`config.mk`:
```
export PLATFORM = sky130hd
export DESIGN_NAME = bus_mux
export DESIGN_NICKNAME = d
export VERILOG_FILES = /design/src/verilog/cpu_pkg.sv /design/src/verilog/bus_mux.sv
export SDC_FILE = /design/constraint.sdc
export NUM_CORES = 1
export LEC_CHECK = 0
export ABC_AREA = 0
export BUFFER_PORTS_ARGS = -buffer_cell sky130_fd_sc_hd__buf_2
export CORE_MARGIN = 4
export CORE_UTILIZATION = 41
export DETAILED_ROUTE_END_ITERATION = 6
export PLACE_DENSITY = 0.88
export REMOVE_ABC_BUFFERS = 1
export SLEW_MARGIN = 20
export SYNTH_ARGS = -nofsm -noshare
export SYNTH_HDL_FRONTEND = slang
export SYNTH_SLANG_ARGS = --single-unit
export TNS_END_PERCENT = 20
```
`constraint.sdc`:
```
create_clock -name vclk -period 2.73
set_clock_uncertainty 0.1 [all_clocks]
set_input_delay 0.1365 -clock vclk [all_inputs]
set_output_delay 0.1365 -clock vclk [all_outputs]
set_load 0.02 [all_outputs]
```
`src/verilog/cpu_pkg.sv`:
```
`default_nettype none

package cpu_pkg;

    typedef logic [7:0]  byte_t;
    typedef logic [15:0] addr_t;
    typedef logic [31:0] ctrl_word_t;

    // Main bus source select
    typedef enum logic [3:0] {
        BUS_NONE   = 4'd0,
        BUS_EXT    = 4'd1,
        BUS_A      = 4'd2,
        BUS_B      = 4'd3,
        BUS_ALU    = 4'd4,
        BUS_RAM    = 4'd5,
        BUS_MAR_LO = 4'd6,
        BUS_MAR_HI = 4'd7,
        BUS_OUT    = 4'd8
    } bus_src_e;

    typedef enum logic [2:0] {
        ALU_ADD    = 3'd0,
        ALU_SUB    = 3'd1,
        ALU_AND    = 3'd2,
        ALU_OR     = 3'd3,
        ALU_XOR    = 3'd4,
        ALU_SHL    = 3'd5,
        ALU_SHR    = 3'd6,
        ALU_PASS_B = 3'd7
    } alu_op_e;

    // Control word fields
    localparam int CW_BUS_SRC_LSB = 0;
    localparam int CW_BUS_SRC_W   = 4;
    localparam int CW_ALU_OP_LSB  = 4;
    localparam int CW_ALU_OP_W    = 3;

    // Single-bit strobes
    localparam int CW_LOAD_A       = 7;
    localparam int CW_LOAD_B       = 8;
    localparam int CW_LOAD_OUT     = 9;
    localparam int CW_LOAD_FLAGS   = 10;
    localparam int CW_MAR_EXT      = 11;
    localparam int CW_MAR_LO       = 12;
    localparam int CW_MAR_HI       = 13;
    localparam int CW_MAR_INC      = 14;
    localparam int CW_RAM_WE       = 15;
    localparam int CW_RAM_ADDR_EXT = 16;

    // 1 KiB that aliases above the low address bits
    localparam int RAM_ADDR_BITS = 10;
    localparam int RAM_DEPTH     = 1 << RAM_ADDR_BITS;

endpackage

`default_nettype wire
```
`src/verilog/bus_mux.sv`:
```
`timescale 1ns/10ps
`default_nettype none

module bus_mux import cpu_pkg::*; (
    input  bus_src_e bus_src,
    input  byte_t    data_in,
    input  byte_t    reg_a,
    input  byte_t    reg_b,
    input  byte_t    alu_result,
    input  byte_t    ram_data,
    input  addr_t    mar,
    input  byte_t    out_port,
    output byte_t    main_bus
);

    always_comb begin
        case (bus_src)
            BUS_EXT:    main_bus = data_in;
            BUS_A:      main_bus = reg_a;
            BUS_B:      main_bus = reg_b;
            BUS_ALU:    main_bus = alu_result;
            BUS_RAM:    main_bus = ram_data;
            BUS_MAR_LO: main_bus = mar[7:0];
            BUS_MAR_HI: main_bus = mar[15:8];
            BUS_OUT:    main_bus = out_port;
            default:    main_bus = '0;
        endcase
    end

endmodule

`default_nettype wire

```
==> impl_metrics.tcl <==
set metrics [dict create \
    status "finished, final reports clean" \
    rows 15 \
    avgRoutedWirePerCell_um 13.81 \
    hold_viol 0 \
    min_period_over_period_pct 70.22 \
    grt_start_max_net_pins 35 \
    drive_gt1_share_pct 43.18 \
    maxSlewHeadroom_pct 68.15 \
    pin_count 76 \
    clkbuf_count 0 \
    critical_path_class "input pin to primary output" \
    placed_cells_incl_taps 201 \
    nets 246 \
    grt_pass1_wl_um 4077 \
    synth_warnings 0 \
    slowest_delay_ns 0.53 \
    grt_use_total_pct 19.07 \
    drc 0 \
    hold_buffers 0 \
    finalPower_uw 151.6 \
    die_w_um 50.47 \
    via_count 1112 \
    start_util_pct 42.83 \
    syn_inst 112 \
    yosys.area.top_type "nand3b_1" \
    maxSlewViolCount 0 \
    yosys-top-cells-area "nand3b_1, a21oi_1, mux2i_1" \
    critical_path_arrival_ns 1.68 \
    cts_resized 0 \
    hpwlAfterDp_um 2091 \
    synth_cell_types 12 \
    period_minus_slack_ns 1.917 \
    synth.most_common_cell "nand3b_1" \
    powerDensity_nw_per_um2 139.2 \
    regArea_um2 0 \
    ys_seq_area_share_pct 0 \
    first_global_vias 976 \
    setup-violations-final 0 \
    portBuffers 76 \
    hold_path_class "input pin to primary output" \
    setup_tns_ns 0 \
    netlist.area_leader.share_pct 49.75 \
    antenna_found_initial 0 \
    die_area_um2 2547 \
    final_cells 201 \
    rsz0062_at_grt "false" \
    core-area_um2 1727 \
    first_iter_violations 10 \
    dpl_cell_area_um2 1089 \
    n_antenna_cell 0 \
    die_h_um 50.47 \
    p_leak_uw 0.0005175 \
    avgSynthCellArea_um2 6.602 \
    grt-ovfl-total 0 \
    crit_chain "buf_2, or2_1, a21oi_1, or4_1, buf_2" \
    vias_per_cell 5.532 \
    fin_hold_ws_ns 0.6263 \
    ir_drop_mv 0.07952 \
    crit_slowest_cell "or4_1" \
    ant_nets 0 \
    synth_area_um2 739.5 \
    totalWireLength_um 2776 \
    ys_top_cells_by_count "nand3b_1, a21oi_1, mux2i_1, nor2_1, or4_1" \
    worstPathRequired_ns 2.49 \
    max_freq_ghz 0.5217 \
    cpMostUsedCell "buf_2" \
    fin_area_um2 1089 \
    end_kind "primary output" \
    firstDrtPassIters 4 \
    seq_cells 0 \
    postCtsSetupRepairBufs 0 \
    cp_max_fo 34 \
    tightest_slew_ns 0.4778 \
    areaGrowthSynthToFinish_pct 47.21 \
    gp_congestion 0.7691 \
    cp-start-kind "input pin" \
    max_cap_viol_count 0 \
]
==> area by class of cell <==
cell class | instances | area [um2]
tap | 25 | 31.28
timing repair buffer | 76 | 380.4
fill | 173 | 638.1
multi-input combinational | 100 | 676.9
==> metal layers <==
layer / up-vias / track usage (%) / share of wire (%) / routed length (um)
li1: 550 / - / - / -
met3: 2 / 2.077 / 8.2 / 227
met2: 50 / 37.61 / 53 / 1470
met1: 510 / 23.05 / 38 / 1067
met4: 0 / 0 / 0.36 / 10
met5: - / 0 / 0 / 0
==> placed cells by master, fill, tap and decap left out, drive strengths merged <==
master  Yosys  routed
or2         2       2
buf         8      76
or4         8       8
nor2        8       8
a21oi      24      24
nand3b     49      49
mux2i       8       8
nand2b      1       1
==> critical path, delay by kind of cell <==
family / cells / cell delay, ns
AOI/OAI and AO/OA: 1 / 0.09
buffers and inverters: 2 / 0.56
and+or+nand+nor: 2 / 0.88
==> stage by stage <==
stage | util, % | setup slack (ns)
6_report | 63.04 | 0.8130
5_1_grt | 63.04 | 0.7356
4_1_cts | 63.04 | 0.8391
3_5_place_dp | 63.04 | 0.8422
3_3_place_gp | 63.04 | 0.9057
2_1_floorplan | - | 1.486
==> cells by family after synthesis <==
family / share of synthesized area, %
buffers and inverters: 8.459
and+or+nand+nor: 64.47
muxes: 10.83
AOI/OAI and AO/OA: 16.24
==> power by group <==
part           leakage [uW]  internal, uW  switching, uW
clock network             0             0              0
registers                 0             0              0
logic              0.000517          75.8           75.8
total              0.000517          75.8           75.8
==> path summary, 6_finish.rpt <==
path	cells past startpoint	slack [ns]	start	endpoint
worst max-delay path	5	0.81	bus_src[0]	main_bus[4]
worst min-delay path	5	0.63	reg_b[5]	main_bus[5]
Note: power is estimated with default switching activity, not from simulation.
