===== src/verilog/cpu_pkg.sv =====
`default_nettype none

package cpu_pkg;

    typedef logic [7:0]  byte_t;
    typedef logic [15:0] addr_t;
    typedef logic [31:0] ctrl_word_t;

    // Main bus source select
    typedef enum logic [3:0] {
        BUS_NONE   = 4'd0,
        BUS_EXT    = 4'd1,
        BUS_A      = 4'd2,
        BUS_B      = 4'd3,
        BUS_ALU    = 4'd4,
        BUS_RAM    = 4'd5,
        BUS_MAR_LO = 4'd6,
        BUS_MAR_HI = 4'd7,
        BUS_OUT    = 4'd8
    } bus_src_e;

    typedef enum logic [2:0] {
        ALU_ADD    = 3'd0,
        ALU_SUB    = 3'd1,
        ALU_AND    = 3'd2,
        ALU_OR     = 3'd3,
        ALU_XOR    = 3'd4,
        ALU_SHL    = 3'd5,
        ALU_SHR    = 3'd6,
        ALU_PASS_B = 3'd7
    } alu_op_e;

    // Control word fields
    localparam int CW_BUS_SRC_LSB = 0;
    localparam int CW_BUS_SRC_W   = 4;
    localparam int CW_ALU_OP_LSB  = 4;
    localparam int CW_ALU_OP_W    = 3;

    // Single-bit strobes
    localparam int CW_LOAD_A       = 7;
    localparam int CW_LOAD_B       = 8;
    localparam int CW_LOAD_OUT     = 9;
    localparam int CW_LOAD_FLAGS   = 10;
    localparam int CW_MAR_EXT      = 11;
    localparam int CW_MAR_LO       = 12;
    localparam int CW_MAR_HI       = 13;
    localparam int CW_MAR_INC      = 14;
    localparam int CW_RAM_WE       = 15;
    localparam int CW_RAM_ADDR_EXT = 16;

    // 1 KiB that aliases above the low address bits
    localparam int RAM_ADDR_BITS = 10;
    localparam int RAM_DEPTH     = 1 << RAM_ADDR_BITS;

endpackage

`default_nettype wire

===== src/verilog/register_bank.sv =====
`timescale 1ns/10ps
`default_nettype none

module register_bank import cpu_pkg::*; (
    input  logic  clk,
    input  logic  rst_n,
    input  logic  out_rst,
    input  logic  load_a,
    input  logic  load_b,
    input  logic  load_out,
    input  byte_t main_bus,
    output byte_t reg_a,
    output byte_t reg_b,
    output byte_t out_port
);

    // Accumulator
    always_ff @(posedge clk) begin
        if (!rst_n) begin
            reg_a <= '0;
        end else if (load_a) begin
            reg_a <= main_bus;
        end
    end

    // Operand
    always_ff @(posedge clk) begin
        if (!rst_n) begin
            reg_b <= '0;
        end else if (load_b) begin
            reg_b <= main_bus;
        end
    end

    // Output port clear beats a load
    always_ff @(posedge clk) begin
        if (!rst_n) begin
            out_port <= '0;
        end else if (out_rst) begin
            out_port <= '0;
        end else if (load_out) begin
            out_port <= main_bus;
        end
    end

endmodule

`default_nettype wire


===== config.mk =====
export PLATFORM = sky130hd
export DESIGN_NAME = register_bank
export DESIGN_NICKNAME = d
export VERILOG_FILES = /design/src/verilog/cpu_pkg.sv /design/src/verilog/register_bank.sv
export SDC_FILE = /design/constraint.sdc
export NUM_CORES = 1
export LEC_CHECK = 0
export BUFFER_PORTS_ARGS = -buffer_cell sky130_fd_sc_hd__buf_2
export CORE_UTILIZATION = 49
export DETAILED_ROUTE_END_ITERATION = 7
export PLACE_DENSITY = 0.82
export SYNTH_ARGS = -nofsm -noshare
export SYNTH_HDL_FRONTEND = slang
export SYNTH_SLANG_ARGS = --single-unit

===== constraint.sdc =====
create_clock -name clk -period 1.1 [get_ports clk]
set_input_delay 0.275 -clock clk [delete_from_list [all_inputs] [get_ports clk]]
set_output_delay 0.275 -clock clk [all_outputs]
set_load 0.01 [all_outputs]

==> results.md <==
- WS Path Type: reg -> out
- Std cell rows: 15
- FMAX: 0.945 GHz
- Port Buffers: 37
- Area of the multi-input gates: approximately 380 um^2
- Seq pwr share: 0.624
- Hold Crit Class: in -> reg
- Final setup violation count: 0
- R2R depth: 2
- Synthesized area per cell: 11.6 um^2
- Number of buffers and inverters on the critical path: 1
- Vias per Instance: between 4 and 5
- Cell area power density: ~1400 mW/mm^2
- Clock root cell: clkbuf_4
- Syn_nets: 92
- ANT cells: 0
- Clock Power Share: 0.236
- Synth unique cells: 8
- Sequential Area: 488 um^2
- Seq cells post-synth: 24
- Pwr Total: 1.50 mW
- Global-route wire length before repair: 2.36 mm
- Critical Path Source Type: register
- Antenna-violating nets left: 0
- Initial Util: 0.523
- Chip height: 44.9 um
- Max FO, Critical Path: 2
- Slowest-stage cell, CP: dfxtp_1
- Setup TNS: 0 ns
- Finished Cell Area: about 0.0011 mm^2
- Clock transition at path regs: 0.11 ns
- Fill count: between 150 and 200
- Hold-fix buffers, CTS: 0
- H-tree depth: 1
- Detailed Routing Iterations Pass 1: 2
- Routed wire length per instance: 11.3 um
- Final Skew: 0 ns
- Worst path depth: 1
- GRT Total Usage: 0.162
- R2r endpoint: out_port[1]$_SDFFE_PP0P_
- Net Sw Power: 0.352 mW
- Vias in the first global route: ~600
- Sequential area share after synthesis: 0.532
- Fin crit share: 0.962
- Final-report max-slew violation count: 0
- Die footprint: 0.00202 mm^2
- 1st-iter DRT viols: 3
- Share of layout cells above drive strength 1: 0.407
- Total gr overflow: 0
- Slew HR: 0.798
- CTS Buffer Depth: 2
- Part of the power in combinational logic: 0.140
- Worst hold path stage count: 3
- Worst Hold End: out_port[7]$_SDFFE_PP0P_
- MaxCap Viol Count: 0
- Drt total wl: 1.56 mm
- Final hold violations: 0
- Nets: 129
- CTS tree: yes
- Unrepaired setup endpoints after global routing: false
- # DRC: 0
- Total core area: 0.00173 mm^2
- Lkg Pwr: 0.570 nW
- Worst hold start: main_bus[7]
- Postcts setup bufs: 0
- Sw Ratio: 0.235
- Status: finished, final reports clean
- Min Tclk post-route: around 1.1 ns
- Cell Area, Synth: 903 um^2
- Critical Path RT: 0.82 ns
- Top Ports: 38
- Via Count: approximately 650
- Routability cong.: 0.746
- Max incr delay on CP: roughly 0.36 ns
- Crit path max-delay family: flip-flops
- R2R Path Start: out_port[1]$_SDFFE_PP0P_
- Post-DP Area: 0.00107 mm^2
- Skew-Pair Late Insertion Delay: 0.29 ns
- Critical Path End Type: primary output
- Die W: 44.9 um
- Largest net degree at the start of global routing: 18
- Yosys warns: 0
- CP cell instances: buf_2
- Max VDD drop: 0.934 mV
- P_int: 1.15 mW
- Flop2flop setup slack: between 0.4 and 0.5 ns
- # clock sinks: 24
- Area grow syn2layout: 22.2%
- WP data arrival: 0.78 ns
- TritonCTS Buffers: 3
- Cell count after synthesis: 78
- Worst-Margin Slew: 0.302 ns
- Initial antenna violation count: 0
## kinds of logic (layout without fill, tap and decap cells)
logic type,Yosys count,after routing,synth area share
buf+inv,5,40,0.0512
simple gates,25,25,0.151
flops,24,24,0.532
mux,24,24,0.266
## worst max path at each step
stage | from | to
2_1_floorplan | load_out | out_port[0]$_SDFFE_PP0P_
3_3_place_gp | load_out | out_port[2]$_SDFFE_PP0P_
3_5_place_dp | rst_n | out_port[5]$_SDFFE_PP0P_
4_1_cts | out_port[0]$_SDFFE_PP0P_ | out_port[0]
5_1_grt | out_port[0]$_SDFFE_PP0P_ | out_port[0]
6_report | out_port[0]$_SDFFE_PP0P_ | out_port[0]
## cell type report
cell class,count,area share
Clock buffer,3,0.0204
Sequential cell,24,0.442
Multi-Input combinational cell,49,0.341
Timing Repair Buffer,37,0.168
Tap cell,25,0.0283
## sequential cells by signal, indices dropped and copies added (netlist names)
register  count
reg_b         8
out_port      8
reg_a         8
## cell usage in the layout, fill, tap and decap left out
| cell type | Yosys | final |
|---|---|---|
| buf_2 | 1 | 37 |
| mux2i_1 | 24 | 24 |
| dfxtp_1 | 24 | 18 |
| nor2b_1 | 16 | 16 |
| nor2_1 | 8 | 8 |
| dfxtp_2 | 0 | 6 |
| clkbuf_4 | 0 | 3 |
| nand2b_1 | 1 | 1 |
## synthesized netlist by cell type
cell type / n / share of area
dfxtp_1: 24 / 0.53
buf_2: 1 / 0.0055
mux2i_1: 24 / 0.27
nor2_1: 8 / 0.033
buf_4: 1 / 0.0083
buf_6: 3 / 0.037
nand2b_1: 1 / 0.0069
nor2b_1: 16 / 0.11
## repair_timing
item                                    CTS  global route
endpoints found under the setup margin    0             6
hold endpoints to repair                  0             0
gates resized for setup                   0             6
## power by group through the flow
stage	Clock (mW)	Sequential [mW]	Combinational, mW
after floorplan	0	0.975	0.114
after global placement	0	0.951	0.209
after detailed placement	0	0.953	0.212
after CTS	0.370	0.934	0.213
after global routing	0.401	0.940	0.230
final	0.353	0.934	0.210
## layer usage
metal | part of all wire | track usage | up-vias | wire (um)
met2 | 0.45 | 0.272 | 23 | 710
met5 | 0 | 0 | - | 0
met4 | 0.0077 | 0.0909 | 0 | 12
li1 | - | - | 325 | -
met3 | 0.064 | 0.0320 | 2 | 100
met1 | 0.47 | 0.193 | 299 | 740
## per-stage QoR
stage | hold WS (ns) | utilization | instances | worst slack (ns)
after floorplan | 0.403 | - | 78 | 0.335
after detailed placement | 0.490 | 0.622 | 135 | 0.145
after CTS | 0.236 | 0.635 | 138 | 0.0271
after global routing | 0.246 | 0.639 | 138 | 0.00326
final | 0.240 | 0.639 | 138 | 0.0420
after global placement | 0.484 | 0.622 | 135 | 0.169
No activity file was read; power rests on OpenSTA's default activity.
