==> config.mk <==
export PLATFORM = sky130hd
export DESIGN_NAME = alu
export DESIGN_NICKNAME = d
export VERILOG_FILES = /design/src/verilog/cpu_pkg.sv /design/src/verilog/alu.sv
export SDC_FILE = /design/constraint.sdc
export NUM_CORES = 1
export LEC_CHECK = 0
export CAP_MARGIN = 5
export CORE_MARGIN = 3
export CORE_UTILIZATION = 48
export CTS_CLUSTER_SIZE = 16
export DETAILED_ROUTE_END_ITERATION = 16
export DONT_BUFFER_PORTS = 1
export SKIP_CTS_REPAIR_TIMING = 1
export SYNTH_ARGS = -nofsm -noshare
export SYNTH_HDL_FRONTEND = slang
export SYNTH_SLANG_ARGS = --single-unit
==> constraint.sdc <==
create_clock -name clk -period 2.7 [get_ports clk]
set_input_delay 0.27 -clock clk [delete_from_list [all_inputs] [get_ports clk]]
set_output_delay 0.27 -clock clk [all_outputs]
set_load 0.01 [all_outputs]
==> src/verilog/cpu_pkg.sv <==
`default_nettype none

package cpu_pkg;

    typedef logic [7:0]  byte_t;
    typedef logic [15:0] addr_t;
    typedef logic [31:0] ctrl_word_t;

    // Main bus source select
    typedef enum logic [3:0] {
        BUS_NONE   = 4'd0,
        BUS_EXT    = 4'd1,
        BUS_A      = 4'd2,
        BUS_B      = 4'd3,
        BUS_ALU    = 4'd4,
        BUS_RAM    = 4'd5,
        BUS_MAR_LO = 4'd6,
        BUS_MAR_HI = 4'd7,
        BUS_OUT    = 4'd8
    } bus_src_e;

    typedef enum logic [2:0] {
        ALU_ADD    = 3'd0,
        ALU_SUB    = 3'd1,
        ALU_AND    = 3'd2,
        ALU_OR     = 3'd3,
        ALU_XOR    = 3'd4,
        ALU_SHL    = 3'd5,
        ALU_SHR    = 3'd6,
        ALU_PASS_B = 3'd7
    } alu_op_e;

    // Control word fields
    localparam int CW_BUS_SRC_LSB = 0;
    localparam int CW_BUS_SRC_W   = 4;
    localparam int CW_ALU_OP_LSB  = 4;
    localparam int CW_ALU_OP_W    = 3;

    // Single-bit strobes
    localparam int CW_LOAD_A       = 7;
    localparam int CW_LOAD_B       = 8;
    localparam int CW_LOAD_OUT     = 9;
    localparam int CW_LOAD_FLAGS   = 10;
    localparam int CW_MAR_EXT      = 11;
    localparam int CW_MAR_LO       = 12;
    localparam int CW_MAR_HI       = 13;
    localparam int CW_MAR_INC      = 14;
    localparam int CW_RAM_WE       = 15;
    localparam int CW_RAM_ADDR_EXT = 16;

    // 1 KiB that aliases above the low address bits
    localparam int RAM_ADDR_BITS = 10;
    localparam int RAM_DEPTH     = 1 << RAM_ADDR_BITS;

endpackage

`default_nettype wire
==> src/verilog/alu.sv <==
`timescale 1ns/10ps
`default_nettype none

module alu import cpu_pkg::*; (
    input  logic    clk,
    input  logic    rst_n,
    input  alu_op_e alu_op,
    input  logic    load_flags,
    input  byte_t   reg_a,
    input  byte_t   reg_b,
    output byte_t   alu_result,
    output logic    carry,
    output logic    zero
);

    logic [8:0] wide;
    logic       carry_next;

    always_comb begin
        wide       = '0;
        carry_next = 1'b0;
        unique case (alu_op)
            ALU_ADD: begin
                wide       = {1'b0, reg_a} + {1'b0, reg_b};
                carry_next = wide[8];
            end
            ALU_SUB: begin
                // Top bit set means a borrow
                wide       = {1'b0, reg_a} - {1'b0, reg_b};
                carry_next = wide[8];
            end
            ALU_AND: wide[7:0] = reg_a & reg_b;
            ALU_OR:  wide[7:0] = reg_a | reg_b;
            ALU_XOR: wide[7:0] = reg_a ^ reg_b;
            ALU_SHL: begin
                wide[7:0]  = {reg_a[6:0], 1'b0};
                carry_next = reg_a[7];
            end
            ALU_SHR: begin
                wide[7:0]  = {1'b0, reg_a[7:1]};
                carry_next = reg_a[0];
            end
            ALU_PASS_B: wide[7:0] = reg_b;
            default: wide = '0;
        endcase
    end

    assign alu_result = wide[7:0];

    always_ff @(posedge clk) begin
        if (!rst_n) begin
            carry <= 1'b0;
            zero  <= 1'b0;
        end else if (load_flags) begin
            carry <= carry_next;
            zero  <= (wide[7:0] == '0);
        end
    end

endmodule

`default_nettype wire

==> metrics.txt, run 1 <==
status=finished, final reports clean; reg-to-reg startpoint=zero$_SDFFE_PN0P_; crit path time final=approximately 2500 ps; die area=3791 um^2; Psw=162.6 uW; Synth cell types=51; drt drc=0; clock edge transition at the registers on the reported setup and hold paths=30 ps; Least-Margin Pin Slew=562.1 ps; synthesized instance count=209; first-pass iteration count of the detailed router=4; Finished Cell Area=1508 um^2; Overall Global Routing Usage=21.58%; layout cell share with drive strength beyond 1=9.709%; Setup WS post-layout=201.7 ps; drt total wl=4.042 mm; Nets=256; post-synth top area cell=ha_1; grt met2 use=35.28%; met1 GRT Util=31.88%; clk_skew=0 ps; initial detailed-routing violation count=61; Top Usage Layer GRT=met2; grt total ovfl=0; Critical Path Fanout Max=7; Synth top area share=20.25%; FF-to-FF End=zero$_SDFFE_PN0P_; Final Max Slew Viols=0; antenna violations before repair=0; period utilization=~93%; Crit Path Category=in -> reg; worst ir drop on vdd=0.09432 mV; Setup crit start kind=input pin; setup TNS=0 ps; relative slew slack=slightly above 60%; family with the most delay on the worst path=compound AO/OA/AOI/OAI gates; DR WL/cell=17.05 um; CP arrival=2630 ps; CP endpoint kind=flip-flop; Ports=32; FF-to-FF path depth=2; Placed Area=1485 um^2; Clock Sinks=2; internal power=between 150 and 200 uW; CP required=2840 ps; sequential cell area fraction in the yosys report=2.700%; worst hold path depth=2; Hold Vio Cnt, Final=0; most common cell after layout, fill and taps aside=inv_1; number of setup violations in the final report=0; Post-synth EDFFs=0; remaining antenna violation count=0; Mapped Nets=257; via/cell ratio=6.253; hold crit path type=in -> reg; crit path buf inv count=1; Initial Util=about 52%; total power=356.2 uW; clock share of power=around 18%; first-pass GRT wire length=roughly 6.3 mm; unrepaired setup endpoints after global routing=no; Die H=61.58 um; Yosys warning count=0; fillcell total=292; CTS tree=built; CTS H-tree lvls=1; Net Sw Frac=a little under half; Comb pwr share=~73%; post-synthesis instance area=1483 um^2; via count=1,482; Max Buffers Root-to-Sink=2; Async S/R FF share, synth=0%; fmax=400.3 MHz; Final HPWL DP=about 3.2 mm; GPL Wtd Cong=0.9080; worst slack at placement=about 31 ps; row cnt=19; vias in the first global route=1,377; syn_area_per_cell=a little over 7 um^2; clock root cell=clkbuf_4; largest net degree at the start of global routing=41; Max Cap Viol=0; Num CTS Buffers=3; Port Buf Inserts=0; met3 usage=1.258%; area grow syn2layout=1.688%; Flop pwr share=approximately 8.7%; core area=approximately 2900 um^2; CP cell instances=inv_1 -> ha_1 -> nor3_1 -> a2111oi_0 -> nor2_1 -> xnor2_1 -> mux4_2 -> a311o_1 -> o31ai_2; leak pwr=0.0006989 uW; largest cells by area after synthesis=ha_1 20%, inv_1 6.3%, nor2_1 4.8%, nand2_1 4.6%, o21ai_0 4.4%; number of antenna diodes=0; number of synthesized register bits=2; worst hold endpoint=carry$_SDFFE_PN0P_; slowest cell on the critical path=mux4_2; PD cells=236.2 nW/um^2; Main synth FF type=dfxtp_1; hold path start=load_flags; Crit path largest cell delay=550 ps; Clock Latency Late Sink=220 ps; most frequent cells in the layout=25 x inv_1, 24 x ha_1, 19 x nor2_1; die width=61.58 um; r2r setup slk=about 2100 ps
[registers in the layout, summed over array words and instances (netlist names)]
signal	count
zero	1
carry	1
[through the flow]
step	hold WS [ps]	utilization, %	cells
6_report	204.7	52.85	237
3_3_place_gp	444.9	52.06	234
4_1_cts	202.1	52.85	237
5_1_grt	214.3	52.85	237
2_1_floorplan	421.0	-	209
3_5_place_dp	437.2	52.06	234
[final cells by class]
type / count / area (um^2) / area share, %
inverters: 26 / 97.59 / 6.473
clock buffers: 3 / 22.52 / 1.494
well taps: 31 / 38.79 / 2.573
flip-flops and latches: 2 / 40.04 / 2.656
multi-input cells: 171 / 1279 / 84.81
repair buffers: 4 / 30.03 / 1.992
[cell usage after synthesis, types with 5 or more instances]
library cell,count
inv_1,25
ha_1,24
nor2_1,19
nand2_1,18
o21ai_0,13
a21oi_1,12
mux2i_1,6
nor2b_1,6
buf_2,5
nand3_1,5
[worst max-delay path by stage]
stage / start / end / slack [ps] / depth (start not counted)
6_report: reg_a[2] / zero$_SDFFE_PN0P_ / 200 / 9
5_1_grt: reg_b[2] / zero$_SDFFE_PN0P_ / 120 / 9
4_1_cts: reg_a[2] / zero$_SDFFE_PN0P_ / 250 / 9
3_5_place_dp: reg_a[2] / zero$_SDFFE_PN0P_ / 30 / 9
3_3_place_gp: reg_a[2] / zero$_SDFFE_PN0P_ / 40 / 9
2_1_floorplan: reg_a[0] / zero$_SDFFE_PN0P_ / 240 / 10
[kinds of logic after synthesis]
group / share of synthesized area (%)
AND/OR/NAND/NOR: 21.18
AO/OA/AOI/OAI: 31.31
buffers and inverters: 11.05
adder cells (fa/ha/maj): 22.95
multiplexers: 7.848
XOR/XNOR: 2.953
flip-flops: 2.701
[routing by layer]
layer,up-vias,wire [um]
met5,-,0
met4,0,0
met3,0,301
met2,59,1862
met1,686,1879
li1,737,-
[power groups by stage]
stage	clock network, uW	registers [uW]	logic, uW
global route	68.2	31.2	287
finish	64.4	31.1	261
floorplan	0	31.4	219
global placement	0	31.5	255
detailed placement	0	31.5	257
CTS	67.2	31.1	259
Power figures use the tool's default switching activity.
==> run 2: changes to the inputs <==
--- a/config.mk
+++ b/config.mk
@@ -6,11 +6,15 @@
 export NUM_CORES = 1
 export LEC_CHECK = 0
 export CAP_MARGIN = 5
+export CELL_PAD_IN_SITES_DETAIL_PLACEMENT = 1
+export CELL_PAD_IN_SITES_GLOBAL_PLACEMENT = 2
 export CORE_MARGIN = 3
-export CORE_UTILIZATION = 48
+export CORE_UTILIZATION = 36
 export CTS_CLUSTER_SIZE = 16
 export DETAILED_ROUTE_END_ITERATION = 16
 export DONT_BUFFER_PORTS = 1
+export HOLD_SLACK_MARGIN = 0.05
+export PLACE_DENSITY_LB_ADDON = 0.1
 export SKIP_CTS_REPAIR_TIMING = 1
 export SYNTH_ARGS = -nofsm -noshare
 export SYNTH_HDL_FRONTEND = slang
==> run 2 against run 1 <==
  * Worst hold slack better by 66 ps
  * Count of clock-buffer cells in the layout unchanged
  * Sequential share of layout area down 0.056 points
  * Utilization down 13 points
  * Critical endpoint unchanged
  * Final cell count up 6.8%
  * Die area up 30%
  * Critical path type unchanged
  * Routed wire length up 15%
  * Clock power up 80%
  * Global-route usage down 2.6 points
  * Critical path depth unchanged
  * Maximum frequency up 1.2%
==> metrics.txt, run 2 (synthesized netlist as in run 1, its figures left out) <==
unrepaired setup endpoints after global routing=no; status=finished, final reports clean; Critical Path Fanout Max=7; hold path start=load_flags; Port Buf Inserts=0; most frequent cells in the layout=25 x inv_1, 24 x ha_1, 19 x nor2_1; Setup crit start kind=input pin; fmax=404.9 MHz; layout cell share with drive strength beyond 1=under 10%; clock edge transition at the registers on the reported setup and hold paths=about 30 ps; setup TNS=0 ps; Final Max Slew Viols=0; Initial Util=38.75%; Setup WS post-layout=230.1 ps; relative slew slack=58.73%; fillcell total=504; remaining antenna violation count=0; Clock Sinks=2; number of setup violations in the final report=0; Finished Cell Area=1540 um^2; total power=411.3 uW; via/cell ratio=5.885; reg-to-reg startpoint=carry$_SDFFE_PN0P_; CTS tree=built; crit path time final=2470 ps; grt total ovfl=0; crit path from=reg_a[2]; Crit Path Category=in -> reg; PD cells=267.0 nW/um^2; largest net degree at the start of global routing=41; first-pass GRT wire length=7.728 mm; most common cell after layout, fill and taps aside=inv_1; first-pass iteration count of the detailed router=4; largest registers=carry: 1 flops, zero: 1 flops; worst ir drop on vdd=0.09322 mV; Least-Margin Pin Slew=about 600 ps; vias in the first global route=1,491; core area=3826 um^2; row cnt=22; Final HPWL DP=3.770 mm; Core Util, Final=40.26%; initial detailed-routing violation count=46; DR WL/cell=18.44 um; CP required=2820 ps; Hold Vio Cnt, Final=0; Num CTS Buffers=3; hold crit path type=in -> reg; area grow syn2layout=3.882%; number of antenna diodes=0; Placed Area=1499 um^2; multi-input logic area=1279 um^2; drt total wl=~4.7 mm; sequential cell area=40.04 um^2; Overall Global Routing Usage=18.99%; leak pwr=around 0.00070 uW; worst slack at placement=approximately 12 ps; via count=1,489; period utilization=91.48%; Nets=about 260; die area=slightly below 5000 um^2; die width=70.18 um; clock root cell=clkbuf_8; GPL Wtd Cong=0.8308; Ports=32; antenna violations before repair=0; CP arrival=2590 ps; clk_skew=0 ps; Max Cap Viol=0; Die H=70.18 um; CP endpoint kind=flip-flop; Clock Latency Late Sink=210 ps; Max Buffers Root-to-Sink=2; drt drc=0; CTS H-tree lvls=1
run 2: cell types whose count changed in the layout (fill, tap and decap cells not counted):
cell / previous run / this run
clkbuf_4: 3 / 0
buf_4: 4 / 3
clkbuf_8: 0 / 3
run 2: routing by layer:
metal  global-route usage, %  routed length [um]  vias up
li1                        -                   -      737
met1                   27.30                2297      722
met2                   30.64                2178       28
met3                   2.446                 165        2
met4                   2.766                  23        0
met5                       0                   0        -
run 2: worst max-delay path, stage by stage:
cell       delay (ps)
inv_1              40
ha_1              420
inv_2              90
a2111oi_0         430
nor2_1            110
xnor2_1           140
mux4_2            530
a311o_1           380
o31ai_2           170
run 2: worst paths after layout:
path	endpoint	slack, ps	depth (start not counted)
worst max-delay path	zero$_SDFFE_PN0P_	230	9
worst min-delay path	carry$_SDFFE_PN0P_	270	2
worst max register to register	carry$_SDFFE_PN0P_	2080	2
worst min register to register	zero$_SDFFE_PN0P_	520	2
run 2: where the power goes:
part / total (uW) / switching, uW / internal (uW)
sequential: 31.1 / 0.675 / 30.5
clock: 116 / 21.8 / 94.1
combinational: 264 / 151 / 113
total: 411 / 174 / 238
run 2: final cells by class:
class	instances	share of cell area, %
clock buffer	3	2.681
inverter	26	6.336
tap	48	3.899
sequential	2	2.600
timing repair buffer	3	1.462
multi-input combinational	171	83.02
run 2: stage by stage:
stage,instances,hold slack [ps]
detailed placement,250,488.7
CTS,253,271.6
finish,253,271.1
global route,253,277.3
floorplan,209,421.0
global placement,250,428.3
