$ cat config.mk
export PLATFORM = sky130hd
export DESIGN_NAME = control_decode
export DESIGN_NICKNAME = d
export VERILOG_FILES = /design/src/verilog/cpu_pkg.sv /design/src/verilog/control_decode.sv
export SDC_FILE = /design/constraint.sdc
export NUM_CORES = 1
export LEC_CHECK = 0
export ABC_AREA = 1
export BUFFER_PORTS_ARGS = -buffer_cell sky130_fd_sc_hd__buf_2
export CAP_MARGIN = 25
export CORE_AREA = 5 5 42 44
export DETAILED_ROUTE_END_ITERATION = 10
export DIE_AREA = 0 0 47 49
export GPL_TIMING_DRIVEN = 1
export REMOVE_ABC_BUFFERS = 1
export SLEW_MARGIN = 0
export SYNTH_ARGS = -nofsm -noshare
export SYNTH_HDL_FRONTEND = slang
export SYNTH_SLANG_ARGS = --single-unit
$ cat constraint.sdc
create_clock -name vclk -period 0.8
set_input_delay 0.16 -clock vclk [all_inputs]
set_output_delay 0.16 -clock vclk [all_outputs]
set_load 0.02 [all_outputs]
$ cat src/verilog/cpu_pkg.sv
`default_nettype none

package cpu_pkg;

    typedef logic [7:0]  byte_t;
    typedef logic [15:0] addr_t;
    typedef logic [31:0] ctrl_word_t;

    // Main bus source select
    typedef enum logic [3:0] {
        BUS_NONE   = 4'd0,
        BUS_EXT    = 4'd1,
        BUS_A      = 4'd2,
        BUS_B      = 4'd3,
        BUS_ALU    = 4'd4,
        BUS_RAM    = 4'd5,
        BUS_MAR_LO = 4'd6,
        BUS_MAR_HI = 4'd7,
        BUS_OUT    = 4'd8
    } bus_src_e;

    typedef enum logic [2:0] {
        ALU_ADD    = 3'd0,
        ALU_SUB    = 3'd1,
        ALU_AND    = 3'd2,
        ALU_OR     = 3'd3,
        ALU_XOR    = 3'd4,
        ALU_SHL    = 3'd5,
        ALU_SHR    = 3'd6,
        ALU_PASS_B = 3'd7
    } alu_op_e;

    // Control word fields
    localparam int CW_BUS_SRC_LSB = 0;
    localparam int CW_BUS_SRC_W   = 4;
    localparam int CW_ALU_OP_LSB  = 4;
    localparam int CW_ALU_OP_W    = 3;

    // Single-bit strobes
    localparam int CW_LOAD_A       = 7;
    localparam int CW_LOAD_B       = 8;
    localparam int CW_LOAD_OUT     = 9;
    localparam int CW_LOAD_FLAGS   = 10;
    localparam int CW_MAR_EXT      = 11;
    localparam int CW_MAR_LO       = 12;
    localparam int CW_MAR_HI       = 13;
    localparam int CW_MAR_INC      = 14;
    localparam int CW_RAM_WE       = 15;
    localparam int CW_RAM_ADDR_EXT = 16;

    // 1 KiB that aliases above the low address bits
    localparam int RAM_ADDR_BITS = 10;
    localparam int RAM_DEPTH     = 1 << RAM_ADDR_BITS;

endpackage

`default_nettype wire
$ cat src/verilog/control_decode.sv
`timescale 1ns/10ps
`default_nettype none

module control_decode import cpu_pkg::*; (
    input  ctrl_word_t ctrl_word,
    input  logic       ctrl_en,
    output bus_src_e   bus_src,
    output alu_op_e    alu_op,
    output logic       load_a,
    output logic       load_b,
    output logic       load_out,
    output logic       load_flags,
    output logic       mar_ext,
    output logic       mar_lo,
    output logic       mar_hi,
    output logic       mar_inc,
    output logic       ram_addr_ext,
    output logic       ram_we
);

    logic [CW_BUS_SRC_W-1:0] src_code;

    assign src_code = ctrl_word[CW_BUS_SRC_LSB +: CW_BUS_SRC_W];

    // Unknown source codes park the bus at zero
    always_comb begin
        if (!ctrl_en || src_code > BUS_OUT) begin
            bus_src = BUS_NONE;
        end else begin
            bus_src = bus_src_e'(src_code);
        end
    end

    // Only the flag strobe makes the op visible in state
    assign alu_op = alu_op_e'(ctrl_word[CW_ALU_OP_LSB +: CW_ALU_OP_W]);

    assign load_a       = ctrl_en & ctrl_word[CW_LOAD_A];
    assign load_b       = ctrl_en & ctrl_word[CW_LOAD_B];
    assign load_out     = ctrl_en & ctrl_word[CW_LOAD_OUT];
    assign load_flags   = ctrl_en & ctrl_word[CW_LOAD_FLAGS];
    assign mar_ext      = ctrl_en & ctrl_word[CW_MAR_EXT];
    assign mar_lo       = ctrl_en & ctrl_word[CW_MAR_LO];
    assign mar_hi       = ctrl_en & ctrl_word[CW_MAR_HI];
    assign mar_inc      = ctrl_en & ctrl_word[CW_MAR_INC];
    assign ram_we       = ctrl_en & ctrl_word[CW_RAM_WE];
    assign ram_addr_ext = ctrl_en & ctrl_word[CW_RAM_ADDR_EXT];

endmodule

`default_nettype wire

==> results of run 1 <==
==> report_power, final <==
| part | internal, µW | switching (µW) | leakage (µW) |
|---|---|---|---|
| Combinational | 81.4 | 101 | 0.000300 |
| Sequential | 0 | 0 | 0 |
| Clock | 0 | 0 | 0 |
==> cell usage after synthesis, drive strengths merged <==
master,n
nand3,2
inv,16
buf,4
nor2,2
nand4,1
nand2,13
==> metal layers <==
metal / routed length (µm) / track usage, % / up-vias
met2: 304 / 9.73 / 35
met1: 237 / 5.22 / 107
met3: 157 / 2.58 / 0
met5: 0 / 0 / -
met4: 0 / 0 / 0
li1: - / - / 150
==> final timing paths <==
check,from,to,slack [ns]
max,ctrl_word[0],bus_src[1],-0.07
min,ctrl_word[4],alu_op[0],0.32
==> stage by stage <==
step           power [µW]  std cells  util (%)  hold slack, ns
3_5_place_dp          162         79      21.6           0.320
3_3_place_gp          159         79      21.6           0.320
5_1_grt               201         80      24.9           0.320
4_1_cts               178         79      23.8           0.320
6_report              182         80      24.9           0.320
2_1_floorplan        80.2         34         -           0.320
==> cell usage in the layout, fill, tap and decap left out <==
master | Yosys | layout
buf_2 | 0 | 23
inv_1 | 16 | 16
nand3_1 | 2 | 2
nor2_2 | 2 | 1
nand4_1 | 1 | 1
nand2_1 | 13 | 13
buf_6 | 1 | 5
nor2_4 | 0 | 1
buf_4 | 3 | 2
==> cells by family after synthesis <==
group	share of synthesized area, %
buffers and inverters	54.7
and+or+nand+nor	45.3
==> repair_timing <==
action	4_1_cts	5_1_grt
endpoints found under the setup margin	14	3
gates resized for setup	7	3
pin swaps	3	3
setup buffers	0	1
cloned	0	0
==> cell type report <==
cell class / instances / area (µm²) / area share [%]
inverter: 16 / 60.1 / 17.2
tap: 16 / 20.0 / 5.73
multi-input combinational: 18 / 82.6 / 23.7
timing repair buffer: 30 / 186 / 53.4
==> results.json, run 1 <==
{
  "holdBufCountCts": 0,
  "drv_cap": 0,
  "worstMarginPinSlew_ns": 0.114,
  "slew_viol_final": 0,
  "grt_pass1_vias": 269,
  "numPortBuffers": 29,
  "timing.final.crit_share_pct": 109,
  "syn_inst": 38,
  "diodes": 0,
  "violations": "negative setup slack",
  "fillCellCount": 156,
  "max_freq_mhz": 1140,
  "ios": 50,
  "drtIter0Drc": 2,
  "grt_antenna_before_repair": 0,
  "grt_util_all_layers_pct": 5.19,
  "hpwl_um": 567,
  "worstSetupStartpointType": "input port",
  "grt_pass1_wl_um": 945,
  "synth.cell_area_um2": 171,
  "clock_buffers": 0,
  "die_y_um": 49,
  "die_x_um": 47,
  "cp_cell_sequence": "buf_6, nor2_4, nand2_1, nand2_1, nand2_1, nor2_2, buf_6",
  "seqCellArea_um2": 0,
  "coreArea_um2": 1400,
  "first_pass_iters": 3,
  "flops_and_latches": 0,
  "cpMaxStageDelayCell": "buf_6",
  "finalSetupViolCount": 2,
  "crit_type": "in2out",
  "antenna_left": 0,
  "dp_slack_ns": -0.142,
  "synth_top_area_share_pct": 35.0,
  "status": "finished with violations",
  "synth_top_cell_by_area": "inv_1",
  "routed_via_density": 3.65,
  "critical_path_buf_inv_count": 2,
  "overflow": 0,
  "place.gp.congestion": 0.594,
  "wl_um": 698,
  "areaGrowthSynthToFinish_pct": 104,
  "cp.depth": 7,
  "die_area_um2": 2300,
  "grt_max_degree": 15,
  "relSlewSlack_pct": 92.4,
  "setup_slack_ns": -0.0735,
  "finalCriticalPeriod_ns": 0.874,
  "rows": 14,
  "avgSynthCellArea_um2": 4.51,
  "fin_nets": 99,
  "fin_setup_tns_ns": -0.141,
  "pwr_density_cell_nw_per_um2": 523,
  "yosysSeqAreaShare_pct": 0,
  "worstHoldPathCells": 0,
  "hold_violations": 0,
  "start_util_pct": 12.2,
  "end_kind": "output port",
  "netlist_top_cells_area": "inv_1 35%, nand2_1 28%, buf_4 13%, nor2_2 7.3%, buf_6 6.6%",
  "vias": 292,
  "stdcell_area_um2": 349,
  "critPathMaxFanout": 2,
  "crit_family": "simple AND/OR/NAND/NOR gates",
  "cpPeakStageDelay_ns": 0.12,
  "arrival_ns": 0.71,
  "cp_common_cell": "nand2_1",
  "placed_cell_area_um2": 303,
  "yosysUniqueCellTypes": 7,
  "drc": 0,
  "vdd_drop_max_uv": 111,
  "crit_required_ns": 0.64,
  "drive_above_1_share_pct": 50.0,
  "leakagePower_uw": 0.000300,
  "ys.warnings.count": 0,
  "hold_path_class": "in2out",
  "drt-wirelength-per-cell_um": 8.73,
  "rsz0062_at_grt": "yes"
}
Note: power is estimated with default switching activity, not from simulation.
==> run 2: changes to the inputs <==
--- a/config.mk
+++ b/config.mk
@@ -12,6 +12,7 @@
 export DETAILED_ROUTE_END_ITERATION = 10
 export DIE_AREA = 0 0 47 49
 export GPL_TIMING_DRIVEN = 1
+export RECOVER_POWER = 100
 export REMOVE_ABC_BUFFERS = 1
 export SLEW_MARGIN = 0
 export SYNTH_ARGS = -nofsm -noshare
==> results.json, run 2 (synthesized netlist as in run 1, its figures left out) <==
{
  "cp_cell_sequence": "buf_6, nor2_4, nand2_1, nand2_1, nand2_1, nor2_2, buf_6",
  "antenna_left": 0,
  "grt_util_all_layers_pct": 5.19,
  "fin_nets": 99,
  "numPortBuffers": 29,
  "arrival_ns": 0.71,
  "place.gp.congestion": 0.594,
  "drt-wirelength-per-cell_um": 8.68,
  "violations": "negative setup slack",
  "max_freq_mhz": 1140,
  "timing.final.crit_share_pct": 109,
  "hpwl_um": 567,
  "diodes": 0,
  "first_pass_iters": 3,
  "rsz0062_at_grt": "yes",
  "grt_antenna_before_repair": 0,
  "end_kind": "output port",
  "routed_via_density": 3.70,
  "coreArea_um2": 1400,
  "finalCriticalPeriod_ns": 0.874,
  "worstMarginPinSlew_ns": 0.127,
  "seqCellArea_um2": 0,
  "crit_type": "in2out",
  "worstSetupStartpointType": "input port",
  "drc": 0,
  "utilization_pct": 24.9,
  "relSlewSlack_pct": 91.6,
  "hold_violations": 0,
  "final_common_cell": "inv_1",
  "hold_path_class": "in2out",
  "grt_pass1_wl_um": 945,
  "die_x_um": 47,
  "critPathMaxFanout": 2,
  "wl_um": 694,
  "flops_and_latches": 0,
  "holdBufCountCts": 0,
  "grt_pass1_vias": 269,
  "grt_max_degree": 15,
  "final_cell_mix": "16 x inv_1, 13 x nand2_1, 12 x buf_2",
  "ios": 50,
  "cpMaxStageDelayCell": "buf_6",
  "cpPeakStageDelay_ns": 0.12,
  "power_uw": 183,
  "clock_buffers": 0,
  "rows": 14,
  "drtIter0Drc": 2,
  "vdd_drop_max_uv": 111,
  "die_area_um2": 2300,
  "die_y_um": 49,
  "leakagePower_uw": 0.000295,
  "crit_required_ns": 0.64,
  "setup_slack_ns": -0.0735,
  "drv_cap": 0,
  "status": "finished with violations",
  "start_util_pct": 12.2,
  "finalSetupViolCount": 2,
  "vias": 296,
  "drive_above_1_share_pct": 50.0,
  "overflow": 0,
  "cp_common_cell": "nand2_1",
  "slew_viol_final": 0,
  "areaGrowthSynthToFinish_pct": 104,
  "pwr_density_cell_nw_per_um2": 524
}
-- run 2: changes by cell type in the layout (fill, tap and decap cells not counted) --
cell,before,now
buf_2,23,12
clkbuf_2,0,11
-- run 2: what timing repair did --
action / 4_1_cts / 5_1_grt
setup buffers: 0 / 1
gates resized for setup: 7 / 3
pin swaps: 3 / 3
endpoints found under the hold margin: 0 / 0
endpoints found under the setup margin: 14 / 3
-- run 2: report_power, final --
part           total, µW  switching, µW  internal, µW  leakage (µW)
clock network          0              0             0             0
logic                183            102          80.8      0.000295
registers              0              0             0             0
-- run 2: area by class of cell --
class                      instances  area [µm²]
fill                             156        1050
tap                               16        20.0
inverter                          16        60.1
timing repair buffer              30         186
multi-input combinational         18        82.6
-- run 2: stage by stage --
| stage | area [µm²] | hold slack (ns) | worst slack [ns] | setup TNS (ns) | cells |
|---|---|---|---|---|---|
| after floorplan | 138 | 0.320 | 0.0474 | 0 | 34 |
| after global placement | 303 | 0.320 | -0.135 | -0.460 | 79 |
| after detailed placement | 303 | 0.320 | -0.142 | -0.738 | 79 |
| after CTS | 333 | 0.320 | -0.105 | -0.105 | 79 |
| after global routing | 349 | 0.320 | -0.135 | -0.228 | 80 |
| final | 349 | 0.320 | -0.0735 | -0.141 | 80 |
-- run 2: worst paths after layout --
kind | start | endpoint | slack, ns | cells after the start
max | ctrl_word[0] | bus_src[1] | -0.07 | 7
min | ctrl_word[4] | alu_op[0] | 0.32 | 0
-- run 2: metal layers --
metal / track usage [%] / part of all wire (%)
met5: 0 / 0
met2: 9.73 / 44
met3: 2.58 / 23
met1: 5.22 / 32
met4: 0 / 0
-- run 2: worst max-delay path, delay by kind of cell --
kind                   cells  cell delay [ns]
buffers and inverters      2             0.22
AND/OR/NAND/NOR            5             0.34
==> run 3: changes to the inputs <==
--- a/config.mk
+++ b/config.mk
@@ -13,7 +13,6 @@
 export DIE_AREA = 0 0 47 49
 export GPL_TIMING_DRIVEN = 1
 export RECOVER_POWER = 100
-export REMOVE_ABC_BUFFERS = 1
 export SLEW_MARGIN = 0
 export SYNTH_ARGS = -nofsm -noshare
 export SYNTH_HDL_FRONTEND = slang
==> results.json, run 3 (synthesized netlist as in run 1, its figures left out) <==
{
  "wl_um": 648,
  "dp_cells": 79,
  "relSlewSlack_pct": 91.9,
  "crit_type": "in2out",
  "max_freq_mhz": 1130,
  "flops_and_latches": 0,
  "slew_viol_final": 0,
  "timing.final.crit_share_pct": 111,
  "setup_slack_ns": -0.0853,
  "die_area_um2": 2300,
  "worstSetupStartpointType": "input port",
  "finalSetupViolCount": 1,
  "status": "finished with violations",
  "antenna_left": 0,
  "numPortBuffers": 29,
  "ios": 50,
  "grt_util_all_layers_pct": 4.98,
  "crit_required_ns": 0.64,
  "pwr_density_cell_nw_per_um2": 524,
  "die_y_um": 49,
  "grt_antenna_before_repair": 0,
  "overflow": 0,
  "end_kind": "output port",
  "leakagePower_uw": 0.000292,
  "vdd_drop_max_uv": 152,
  "start_util_pct": 12.2,
  "violations": "negative setup slack",
  "placed_cell_area_um2": 303,
  "grt_pass1_vias": 250,
  "hold_path_class": "in2out",
  "hpwl_um": 531,
  "routed_via_density": 3.59,
  "areaGrowthSynthToFinish_pct": 101,
  "critPathMaxFanout": 2,
  "drc": 0,
  "place.gp.congestion": 0.686,
  "worstMarginPinSlew_ns": 0.122,
  "hold_violations": 0,
  "seqCellArea_um2": 0,
  "grt_max_degree": 15,
  "rsz0062_at_grt": "yes",
  "die_x_um": 47,
  "first_pass_iters": 1,
  "coreArea_um2": 1400,
  "drt-wirelength-per-cell_um": 8.20,
  "final_cell_mix": "16 x inv_1, 13 x nand2_1, 13 x buf_2",
  "finalCriticalPeriod_ns": 0.885,
  "dp_slack_ns": -0.127,
  "fin_nets": 98,
  "synthesis.nets": 71,
  "final_common_cell": "inv_1",
  "power_uw": 181,
  "diodes": 0,
  "stdcell_area_um2": 345,
  "clock_buffers": 0,
  "fin_cells": 79,
  "drv_cap": 0,
  "holdBufCountCts": 0,
  "fillCellCount": 168,
  "arrival_ns": 0.73,
  "vias": 284,
  "hold_slack_ns": 0.320,
  "grt_pass1_wl_um": 903,
  "drive_above_1_share_pct": 49.2,
  "rows": 14,
  "drtIter0Drc": 0
}
## run 3: final timing paths
check,startpoint,cells past startpoint,slack (ns),to
min,ctrl_word[4],0,0.32,alu_op[0]
max,ctrl_word[0],7,-0.09,bus_src[1]
## run 3: worst max-delay path, cell delays in order
cell and delay (ns):
buf_8 0.10, nor2_4 0.10, nand2_1 0.05, nand2_1 0.05, nand2_1 0.06, nor2_2 0.09
buf_6 0.12
## run 3: layer usage
metal,share of wire (%),vias up,track usage (%),routed length [µm]
li1,-,148,-,-
met1,29,114,3.91,185
met2,51,22,11.3,330
met3,20,0,1.11,132
met4,0,0,0,0
met5,0,-,0,0
## run 3: stage by stage
| step | util, % | setup TNS [ns] |
|---|---|---|
| after floorplan | - | 0 |
| after global placement | 21.6 | -0.729 |
| after detailed placement | 21.6 | -0.894 |
| after CTS | 23.8 | -0.0988 |
| after global routing | 24.6 | -0.162 |
| final | 24.6 | -0.0853 |
## run 3: report_power, final
group / switching (µW) / internal (µW) / total (µW)
combinational: 101 / 79.9 / 181
clock: 0 / 0 / 0
sequential: 0 / 0 / 0
total: 101 / 79.9 / 181
## run 3: what timing repair did
item / 4_1_cts / 5_1_grt
gates resized for setup: 7 / 4
endpoints found under the setup margin: 14 / 3
setup buffers: 0 / 0
pin swaps: 3 / 3
## run 3: final cells by class
class / instances / area (µm²) / share of cell area [%]
inverter: 16 / 60.1 / 17.4
tap: 16 / 20.0 / 5.80
timing repair buffer: 29 / 183 / 52.9
multi-input combinational: 18 / 82.6 / 23.9
